===== src/hdl/bus_console_params.svh =====
`ifndef BUS_CONSOLE_PARAMS_SVH
`define BUS_CONSOLE_PARAMS_SVH

// data word carried to and from a master
`define BC_DATA_WIDTH 16

// master side address, covers the largest slave
`define BC_ADDR_WIDTH 12

// external words per master
`define BC_BANK_DEPTH 16

`define BC_MASTERS 2

// cycles in one configuration slot
`define BC_CFG_CLKS 2

`define BC_SYNC_STAGES 2 // button synchronizer flops

`endif


===== src/hdl/bus_console_pkg.sv =====
`default_nettype none
`include "bus_console_params.svh"

package bus_console_pkg;

    typedef logic [$clog2(`BC_BANK_DEPTH)-1:0] bank_cnt_t;

    // operator setup sequence
    typedef enum logic [3:0] {
        SLAVE_SEL, RW_SEL, EXT_SEL,
        EXT_WR_M0, EXT_WR_BOTH, EXT_WR_M1,
        START_ADDR_M0, START_ADDR_M1,
        CONFIG, COM_READY, COMMUNICATING, COM_DONE
    } main_state_t;

    typedef enum logic [1:0] {
        CFG_FIRST, CFG_MIDDLE, CFG_LAST, CFG_DONE
    } cfg_state_t;

    // what the command registers do this cycle
    typedef enum logic [3:0] {
        OP_NONE, OP_LATCH_SLAVE, OP_LATCH_RW, OP_LATCH_EXT, OP_SET_BURST,
        OP_LATCH_ADDR, OP_CFG_WORD, OP_CFG_CLEAR, OP_GO, OP_IDLE, OP_READBACK
    } cmd_op_t;

    typedef struct packed {
        logic [1:0]                slave_id;   // 0 = no slave
        logic                      rd_wr;
        logic                      ext_wr;
        logic                      burst;
        logic [`BC_ADDR_WIDTH-1:0] first_addr;
    } mst_setting_t;

    typedef struct packed {
        logic                      start;
        logic                      in_ex;      // 1 = external word from the console
        logic                      rd_wr;
        logic                      burst;
        logic [1:0]                slave_id;
        logic [`BC_ADDR_WIDTH-1:0] address;
        logic [`BC_DATA_WIDTH-1:0] data;
    } mst_cmd_t;

    typedef struct packed {
        logic idle;
        logic ready;
        logic busy;
        logic done;
    } status_led_t;

endpackage

`default_nettype wire


===== src/hdl/key_strobe.sv =====
`timescale 1ns/1ps
`default_nettype none
`include "bus_console_params.svh"

module key_strobe (
    input  logic clk,
    input  logic rstN,
    input  logic key_n,
    output logic pulse
);
    localparam int S = `BC_SYNC_STAGES;
    localparam int W = S + 1;     // samples that must agree

    // sync[S-1] is the first safe stage, older samples sit above it
    logic [S+W-2:0] sync;
    logic           level;        // accepted level, high = released
    logic [W-1:0]   window;

    assign window = sync[S+W-2:S-1];

    always_ff @(posedge clk or negedge rstN) begin
        if (!rstN) begin
            sync  <= '1;
            level <= 1'b1;
        end else begin
            sync <= {sync[S+W-3:0], key_n};
            if (&window || ~|window)
                level <= window[0]; // only a settled window moves the level
        end
    end

    // fires once on the high to low change of the accepted level
    assign pulse = level & ~|window;

    a_single_pulse: assert property (@(posedge clk) disable iff (!rstN) pulse |=> !pulse);

endmodule

`default_nettype wire


===== src/hdl/console_ctrl.sv =====
`timescale 1ns/1ps
`default_nettype none
`include "bus_console_params.svh"

module console_ctrl (
    input  logic                                           clk,
    input  logic                                           rstN,
    input  logic                                           step,
    input  logic                                           next_pulse,
    input  logic [`BC_MASTERS-1:0]                         mst_done,
    input  bus_console_pkg::bank_cnt_t    [`BC_MASTERS-1:0] entry_cnt,
    input  bus_console_pkg::mst_setting_t [`BC_MASTERS-1:0] settings,
    input  logic [17:0]                                    sw,
    output bus_console_pkg::cmd_op_t                       op,
    output logic                                           op_master,
    output bus_console_pkg::bank_cnt_t                     cfg_slot,
    output logic                                           cfg_start,
    output logic                                           wr_active,
    output logic                                           wr_master,
    output logic                                           ptr_advance,
    output logic                                           ptr_clear,
    output bus_console_pkg::status_led_t                   led
);
    import bus_console_pkg::*;

    localparam int CNT_W = (`BC_CFG_CLKS > 1) ? $clog2(`BC_CFG_CLKS) : 1;

    main_state_t      state, state_d;
    cfg_state_t       cfg_state;
    logic             cfg_master;   // master being streamed
    bank_cnt_t        slot;
    bank_cnt_t        slot_nxt;
    bank_cnt_t        last_slot;
    logic [CNT_W-1:0] clk_cnt;
    logic             slot_end;

    assign slot_end = (clk_cnt == CNT_W'(`BC_CFG_CLKS - 1));
    assign slot_nxt = slot + 1'b1;
    assign cfg_slot = slot;

    // one slot per entered word plus the first, never fewer than two
    always_comb begin
        if (settings[cfg_master].ext_wr && entry_cnt[cfg_master] != '0)
            last_slot = entry_cnt[cfg_master];
        else
            last_slot = bank_cnt_t'(1);
    end

    always_comb begin
        state_d = state;
        case (state)
            SLAVE_SEL: if (step) state_d = (sw[3:0] == 4'd0) ? COM_DONE : RW_SEL;
            RW_SEL:    if (step) state_d = EXT_SEL;
            EXT_SEL: begin
                if (step) begin
                    case (sw[1:0])
                        2'b00:   state_d = START_ADDR_M0;
                        2'b01:   state_d = EXT_WR_M0;
                        2'b10:   state_d = EXT_WR_M1;
                        default: state_d = EXT_WR_BOTH;
                    endcase
                end
            end
            EXT_WR_M0:     if (step) state_d = START_ADDR_M0;
            EXT_WR_BOTH:   if (step) state_d = EXT_WR_M1;
            EXT_WR_M1:     if (step) state_d = START_ADDR_M0;
            START_ADDR_M0: if (step) state_d = START_ADDR_M1;
            START_ADDR_M1: if (step) state_d = CONFIG;
            CONFIG:        if (cfg_state == CFG_DONE) state_d = COM_READY;
            COM_READY:     if (step) state_d = COMMUNICATING;
            COMMUNICATING: if (&mst_done) state_d = COM_DONE;
            COM_DONE:      state_d = COM_DONE;   // left only by reset
            default:       state_d = SLAVE_SEL;
        endcase
    end

    always_ff @(posedge clk or negedge rstN) begin
        if (!rstN) begin
            state <= SLAVE_SEL;
        end else begin
            state <= state_d;
        end
    end

    // configuration streaming, parked while outside CONFIG
    always_ff @(posedge clk or negedge rstN) begin
        if (!rstN) begin
            cfg_state  <= CFG_FIRST;
            cfg_master <= 1'b0;
            slot       <= '0;
            clk_cnt    <= '0;
        end else if (state != CONFIG) begin
            cfg_state  <= CFG_FIRST;
            cfg_master <= 1'b0;
            slot       <= '0;
            clk_cnt    <= '0;
        end else if (cfg_state != CFG_DONE) begin
            clk_cnt <= slot_end ? '0 : clk_cnt + 1'b1;
            if (slot_end) begin
                case (cfg_state)
                    CFG_FIRST: begin
                        slot      <= slot_nxt;
                        cfg_state <= (last_slot == bank_cnt_t'(1)) ? CFG_LAST : CFG_MIDDLE;
                    end
                    CFG_MIDDLE: begin
                        slot <= slot_nxt;
                        if (slot_nxt == last_slot)
                            cfg_state <= CFG_LAST;
                    end
                    default: begin
                        if (cfg_master) begin
                            cfg_state <= CFG_DONE;
                        end else begin
                            cfg_master <= 1'b1;   // on to the next master
                            slot       <= '0;
                            cfg_state  <= CFG_FIRST;
                        end
                    end
                endcase
            end
        end
    end

    always_comb begin
        op          = OP_NONE;
        op_master   = 1'b0;
        cfg_start   = 1'b0;
        wr_active   = 1'b0;
        wr_master   = 1'b0;
        ptr_advance = 1'b0;
        ptr_clear   = 1'b0;
        case (state)
            SLAVE_SEL: op = OP_LATCH_SLAVE;
            RW_SEL:    op = OP_LATCH_RW;
            EXT_SEL:   op = OP_LATCH_EXT;
            EXT_WR_M0, EXT_WR_BOTH, EXT_WR_M1: begin
                wr_active   = 1'b1;
                wr_master   = (state == EXT_WR_M1);
                op_master   = (state == EXT_WR_M1);
                ptr_clear   = step;
                ptr_advance = next_pulse & ~step; // step wins
                if (next_pulse && !step)
                    op = OP_SET_BURST;
            end
            START_ADDR_M0: op = OP_LATCH_ADDR;
            START_ADDR_M1: begin
                op        = OP_LATCH_ADDR;
                op_master = 1'b1;
            end
            CONFIG: begin
                if (cfg_state == CFG_DONE) begin
                    op = OP_CFG_CLEAR;
                end else begin
                    op        = OP_CFG_WORD;
                    op_master = cfg_master;
                    // first cycle of slot 0 and of the final slot
                    cfg_start = (clk_cnt == '0) &&
                                (cfg_state == CFG_FIRST || cfg_state == CFG_LAST);
                end
            end
            COM_READY: if (step) op = OP_GO;
            COM_DONE:  op = next_pulse ? OP_READBACK : OP_IDLE;
            default:   op = OP_NONE;
        endcase
    end

    always_comb begin
        led.idle  = (state == SLAVE_SEL);
        led.ready = (state == COM_READY);
        led.busy  = (state == COMMUNICATING);
        led.done  = (state == COM_DONE);
    end

endmodule

`default_nettype wire


===== src/hdl/data_bank.sv =====
`timescale 1ns/1ps
`default_nettype none
`include "bus_console_params.svh"

module data_bank (
    input  logic                                        clk,
    input  logic                                        rstN,
    input  logic                                        wr_active,
    input  logic                                        wr_master,
    input  logic                                        ptr_advance,
    input  logic                                        ptr_clear,
    input  logic [`BC_DATA_WIDTH-1:0]                   sw_data,
    input  logic                                        rd_master,
    input  bus_console_pkg::bank_cnt_t                  rd_slot,
    output bus_console_pkg::bank_cnt_t [`BC_MASTERS-1:0] entry_cnt,
    output logic [`BC_DATA_WIDTH-1:0]                   bank_rdata
);
    import bus_console_pkg::*;

    logic [`BC_DATA_WIDTH-1:0] bank [`BC_MASTERS][`BC_BANK_DEPTH];

    bank_cnt_t                   ptr;        // shared, cleared between masters
    bank_cnt_t [`BC_MASTERS-1:0] press_cnt;  // next-address presses

    // word under the pointer follows the switches
    always_ff @(posedge clk) begin
        if (wr_active)
            bank[wr_master][ptr] <= sw_data;
    end

    always_ff @(posedge clk or negedge rstN) begin
        if (!rstN) begin
            ptr       <= '0;
            press_cnt <= '0;
        end else if (ptr_clear) begin
            ptr <= '0;
        end else if (ptr_advance) begin
            ptr                  <= ptr + 1'b1;
            press_cnt[wr_master] <= press_cnt[wr_master] + 1'b1;
        end
    end

    // each press closed one word and opened the next
    assign entry_cnt = press_cnt;

    assign bank_rdata = bank[rd_master][rd_slot];

    // the operator must not step past the last bank entry
    a_no_overrun: assert property (@(posedge clk) disable iff (!rstN)
        ptr_advance |-> (ptr != bank_cnt_t'(`BC_BANK_DEPTH - 1)));

endmodule

`default_nettype wire


===== src/hdl/master_cmd.sv =====
`timescale 1ns/1ps
`default_nettype none
`include "bus_console_params.svh"

module master_cmd (
    input  logic                                           clk,
    input  logic                                           rstN,
    input  bus_console_pkg::cmd_op_t                       op,
    input  logic                                           op_master,
    input  bus_console_pkg::bank_cnt_t                     cfg_slot,
    input  logic                                           cfg_start,
    input  logic [`BC_DATA_WIDTH-1:0]                      bank_rdata,
    input  logic [17:0]                                    sw,
    input  logic [`BC_MASTERS-1:0][`BC_DATA_WIDTH-1:0]     mst_rdata,
    output bus_console_pkg::mst_setting_t [`BC_MASTERS-1:0] settings,
    output bus_console_pkg::mst_cmd_t     [`BC_MASTERS-1:0] mst_cmd,
    output logic [`BC_MASTERS-1:0][`BC_DATA_WIDTH-1:0]     result
);
    import bus_console_pkg::*;

    always_ff @(posedge clk or negedge rstN) begin
        if (!rstN) begin
            settings <= '0;
            mst_cmd  <= '0;
        end else begin
            // start is a strobe unless this cycle's op raises it
            for (int m = 0; m < `BC_MASTERS; m++)
                mst_cmd[m].start <= 1'b0;

            case (op)
                OP_LATCH_SLAVE: begin
                    for (int m = 0; m < `BC_MASTERS; m++)
                        settings[m].slave_id <= sw[2*m +: 2];
                end
                OP_LATCH_RW: begin
                    for (int m = 0; m < `BC_MASTERS; m++)
                        settings[m].rd_wr <= sw[m];
                end
                OP_LATCH_EXT: begin
                    for (int m = 0; m < `BC_MASTERS; m++)
                        settings[m].ext_wr <= sw[m];
                end
                OP_SET_BURST:  settings[op_master].burst <= 1'b1;
                OP_LATCH_ADDR: settings[op_master].first_addr <= sw[`BC_ADDR_WIDTH-1:0];
                OP_CFG_WORD: begin
                    mst_cmd[op_master].start    <= cfg_start;
                    mst_cmd[op_master].in_ex    <= 1'b1;
                    mst_cmd[op_master].rd_wr    <= settings[op_master].rd_wr;
                    mst_cmd[op_master].burst    <= settings[op_master].burst;
                    mst_cmd[op_master].slave_id <= settings[op_master].slave_id;
                    mst_cmd[op_master].address  <= settings[op_master].first_addr;
                    mst_cmd[op_master].data     <= bank_rdata;
                end
                OP_CFG_CLEAR: begin
                    for (int m = 0; m < `BC_MASTERS; m++)
                        mst_cmd[m].address <= '0;
                end
                OP_GO: begin
                    for (int m = 0; m < `BC_MASTERS; m++) begin
                        mst_cmd[m].start    <= 1'b1;
                        mst_cmd[m].in_ex    <= 1'b0;   // bus transfer
                        mst_cmd[m].rd_wr    <= settings[m].rd_wr;
                        mst_cmd[m].slave_id <= settings[m].slave_id;
                    end
                end
                OP_READBACK: begin
                    // both masters look at the same new address
                    for (int m = 0; m < `BC_MASTERS; m++)
                        mst_cmd[m].address <= sw[`BC_ADDR_WIDTH-1:0];
                end
                default: ;
            endcase
        end
    end

    // read port of each master, followed while in the done phase
    always_ff @(posedge clk) begin
        if (op == OP_IDLE || op == OP_READBACK)
            result <= mst_rdata;
    end

    // streaming serves one master at a time
    a_cfg_one_start: assert property (@(posedge clk) disable iff (!rstN)
        op == OP_CFG_WORD |=> $onehot0({mst_cmd[1].start, mst_cmd[0].start}));

endmodule

`default_nettype wire


===== src/hdl/bus_console.sv =====
`timescale 1ns/1ps
`default_nettype none
`include "bus_console_params.svh"

module bus_console (
    input  logic                                       clk,
    input  logic                                       rstN,
    input  logic [17:0]                                sw,
    input  logic                                       key_step_n,
    input  logic                                       key_next_n,
    output bus_console_pkg::mst_cmd_t [`BC_MASTERS-1:0] mst_cmd,
    input  logic [`BC_MASTERS-1:0]                     mst_done,
    input  logic [`BC_MASTERS-1:0][`BC_DATA_WIDTH-1:0] mst_rdata,
    output logic [`BC_MASTERS-1:0][`BC_DATA_WIDTH-1:0] result,
    output bus_console_pkg::status_led_t               led
);
    import bus_console_pkg::*;

    logic                            step;
    logic                            next_pulse;
    cmd_op_t                         op;
    logic                            op_master;
    bank_cnt_t                       cfg_slot;
    logic                            cfg_start;
    logic                            wr_active;
    logic                            wr_master;
    logic                            ptr_advance;
    logic                            ptr_clear;
    bank_cnt_t    [`BC_MASTERS-1:0]  entry_cnt;
    logic [`BC_DATA_WIDTH-1:0]       bank_rdata;
    mst_setting_t [`BC_MASTERS-1:0]  settings;

    key_strobe step_strobe (.clk, .rstN, .key_n(key_step_n), .pulse(step));
    key_strobe next_strobe (.clk, .rstN, .key_n(key_next_n), .pulse(next_pulse));

    console_ctrl u_ctrl (
        .clk, .rstN,
        .step, .next_pulse,
        .mst_done, .entry_cnt, .settings, .sw,
        .op, .op_master,
        .cfg_slot, .cfg_start,
        .wr_active, .wr_master, .ptr_advance, .ptr_clear,
        .led
    );

    data_bank u_bank (
        .clk, .rstN,
        .wr_active, .wr_master, .ptr_advance, .ptr_clear,
        .sw_data(sw[`BC_DATA_WIDTH-1:0]),
        .rd_master(op_master),
        .rd_slot(cfg_slot),
        .entry_cnt,
        .bank_rdata
    );

    master_cmd u_cmd (
        .clk, .rstN,
        .op, .op_master,
        .cfg_slot, .cfg_start,
        .bank_rdata, .sw, .mst_rdata,
        .settings, .mst_cmd, .result
    );

endmodule

`default_nettype wire


===== config.mk =====
export PLATFORM = sky130hd
export DESIGN_NAME = bus_console
export DESIGN_NICKNAME = d
export VERILOG_FILES = /design/src/hdl/bus_console_pkg.sv /design/src/hdl/key_strobe.sv /design/src/hdl/console_ctrl.sv /design/src/hdl/data_bank.sv /design/src/hdl/master_cmd.sv /design/src/hdl/bus_console.sv
export VERILOG_INCLUDE_DIRS = /design/src /design/src/hdl
export SDC_FILE = /design/constraint.sdc
export NUM_CORES = 1
export LEC_CHECK = 0
export ABC_AREA = 0
export BUFFER_PORTS_ARGS = -buffer_cell sky130_fd_sc_hd__buf_2
export CORE_MARGIN = 4
export CORE_UTILIZATION = 57
export CTS_BUF_LIST = sky130_fd_sc_hd__clkbuf_8
export CTS_CLUSTER_SIZE = 28
export DETAILED_ROUTE_END_ITERATION = 8
export GPL_ROUTABILITY_DRIVEN = 1
export PLACE_DENSITY = 0.75
export SYNTH_ARGS = -nofsm -noshare
export SYNTH_HDL_FRONTEND = slang
export SYNTH_HIERARCHICAL = 1
export SYNTH_SLANG_ARGS = --single-unit

===== constraint.sdc =====
create_clock -name clk -period 3.8 [get_ports clk]
set_input_delay 0.76 -clock clk [delete_from_list [all_inputs] [get_ports clk]]
set_output_delay 0.76 -clock clk [all_outputs]
set_load 0.01 [all_outputs]

==> flow_metrics.tcl <==
set metrics [dict create \
    outcome "finished, final reports clean" \
    track_usage_pct 23.8 \
    cp_num_buf_inv 0 \
    drtIter0Drc 1479 \
    critPathMaxFanout 15 \
    die_area_sq_um 51800 \
    cp_slowest_stage_delay_ns 0.72 \
    crit_family "simple AND/OR/NAND/NOR gates" \
    ir_worst_vdd_mv 0.555 \
    root_buffer "clkbuf_8" \
    rsz0062_at_grt "no" \
    drc 0 \
    fin_skew_ns 0.0361 \
    initial_core_util_pct 57.7 \
    post-synth-top-count-cell "edfxtp_1" \
    cap_violations 0 \
    worstPathArrival_ns 4.05 \
    grt_pass1_vias 15700 \
    crit_cells 8 \
    setup-violations-final 0 \
    die_height_um 228 \
    cts_max_path_buffers 3 \
    fin_util_pct 65.1 \
    power_leakage_nw 10.9 \
    ys_warn_count 6 \
    synth-seq-cells 680 \
    hold_ws_ns 0.112 \
    synthDistinctLibCells 68 \
    synth_edf_count 544 \
    pin_count 160 \
    drive_gt1_share_pct 22.4 \
    cp_slowest_cell "nor3_2" \
    avgSynthCellArea_sq_um 16.4 \
    finalWeightedCongestion 0.826 \
    crit_required_ns 4.42 \
    io_buffer_count 157 \
    synth_ff_type "edfxtp_1" \
    wl_met2_um 30400 \
    yosys.area.top_type "edfxtp_1" \
    synth_area_sq_um 27500 \
    period_needed_ns 3.43 \
    r2r_cells 8 \
    coreArea_sq_um 47600 \
    grt_first_pass_wirelength_um 92300 \
    clkSinkCount 680 \
    cts_buffers 105 \
    fin_crit_sh_pct 90.4 \
    r2r_slack_ns 0.37 \
    post_cts_buffers 0 \
    worstPathCellList "nand2_1 > mux2_2 > nor4b_1 > nand3b_1 > and4bb_1 > nor3_2 > a22o_1 > mux2_2" \
    powerDensity_nw_per_um2 608 \
    viasPerCell 5.93 \
    clk_pin_slew_ns 0.06 \
    ys_seq_area_share_pct 71.9 \
    cp-start-kind "flip-flop" \
    vias 15500 \
    syn-instance-count 1675 \
    die_w_um 228 \
    relSlewSlack_pct 38.9 \
    cts.htree.levels 3 \
    grt_max_degree 84 \
    reg2reg_from "u_ctrl/state[0]" \
    worstSetupPathType "reg2reg" \
    hold_path_class "in2async" \
    tightest_slew_ns 0.917 \
    async_reset_ff_share_pct 20.0 \
    dr.pass1.iters 5 \
    end_kind "flip-flop" \
    clk_latency_ns 0.69 \
    cts_hold_buf 0 \
    ctsResizeCount 0 \
    grt_overflow 0 \
    synth.area.top_cells "edfxtp_1 (59%), dfrtp_1 (11%), mux2i_1 (9.4%), mux2_1 (2.2%), mux2_2 (2.0%)" \
    wirelength_um 62000 \
    hpwl_um 36200 \
    fin_nets 1974 \
    critPathMostFrequentCell "mux2_2" \
    syn_nets 1740 \
    ant_nets 0 \
    yosysTopAreaCellShare_pct 59.5 \
    maxUsedRoutingLayer "met5" \
    placementRows 80 \
    met1Wirelength_um 25000 \
    cts_tree "built" \
    reg2reg_to "u_cmd/mst_cmd[21]" \
    finalHoldViolCount 0 \
    wl_met3_um 4940 \
    cp-startpoint "u_ctrl/state[0]" \
    area_delta_synth_final_pct 12.9 \
    setup_tns_ns 0 \
    fmaxAchievable_ghz 0.291 \
    drv_slew 0 \
    wl_per_cell_um 23.7 \
    ys_top_cells_by_count "edfxtp_1 (544), mux2i_1 (258), dfrtp_1 (126)" \
    antenna_found_initial 2 \
]
==> power breakdown <==
group	internal, mW	leakage (nW)	switching, mW
logic	1.50	3.10	2.40
clock network	2.96	1.23	2.75
registers	8.83	6.59	0.420
==> logic make-up after synthesis <==
kind of cell | after synthesis | share of synthesized area, %
multiplexers | 361 | 13.6
flip-flops | 680 | 71.9
AND/OR/NAND/NOR | 273 | 5.16
XOR/XNOR | 17 | 0.542
AO/OA/AOI/OAI | 228 | 5.78
buffers and inverters | 107 | 2.59
adder cells (fa/ha/maj) | 9 | 0.410
==> state kept, by name, summed over array words and instances, names as in the netlist <==
signal / cells
u_bank/entry_cnt: 8
next_strobe/sync: 4
u_ctrl/cfg_slot: 4
u_cmd/mst_cmd: 68
u_cmd/settings: 34
u_ctrl/clk_cnt: 1
u_ctrl/cfg_state: 2
step_strobe/level: 1
step_strobe/sync: 4
next_strobe/level: 1
u_bank/bank: 512
u_ctrl/state: 4
u_ctrl/cfg_master: 1
u_bank/ptr: 4
u_cmd/result: 32
==> layout by cell type, fill, tap and decap left out, types with 8 or more instances in the layout <==
master	count
ha_1	9
mux2_1	53
a22oi_1	64
nand2b_1	8
buf_4	57
mux2_2	50
o21ai_0	16
dfrtp_1	125
xnor2_1	10
nand2_1	77
clkinv_2	12
nor2_1	55
a22o_1	45
buf_2	156
clkbuf_8	116
nand3_1	40
mux2i_1	258
buf_12	9
nor3_1	20
a31oi_1	19
a21oi_1	47
nand4_1	19
o21ai_1	18
inv_1	61
edfxtp_1	544
dfstp_2	10
nand3b_1	8
clkinv_1	10
==> metrics by stage <==
step | std cells | setup WS [ns] | total power [mW] | instance area, sq um
2_1_floorplan | 1675 | 0.252 | 11.6 | 27500
3_3_place_gp | 2417 | 0.456 | 13.1 | 29000
3_5_place_dp | 2417 | 0.437 | 13.3 | 29000
4_1_cts | 2614 | 0.429 | 19.0 | 31000
5_1_grt | 2614 | 0.100 | 19.7 | 31000
6_report | 2615 | 0.366 | 18.9 | 31000
==> layer usage <==
metal / GRT usage (%) / vias up
met5: 0 / -
met4: 7.71 / 2
met3: 5.49 / 99
met2: 38.4 / 604
met1: 32.8 / 7838
li1: - / 6969
==> worst max path at each step <==
stage                             end  slack [ns]
floorplan             u_cmd/result[0]        0.25
global placement    u_cmd/mst_cmd[41]        0.46
detailed placement  u_cmd/mst_cmd[41]        0.44
CTS                 u_cmd/mst_cmd[41]        0.43
global route        u_cmd/mst_cmd[18]        0.10
finish              u_cmd/mst_cmd[21]        0.37
==> area by class of cell <==
| type | instances | area, sq um |
|---|---|---|
| clock buffer | 116 | 1600 |
| fill | 3257 | 16600 |
| antenna | 1 | 2.50 |
| tap | 615 | 769 |
| inverter | 11 | 41.3 |
| timing repair buffer | 223 | 1400 |
| multi-input combinational | 888 | 7040 |
| clock inverter | 81 | 415 |
| sequential | 680 | 19800 |
Power figures use the tool's default switching activity.
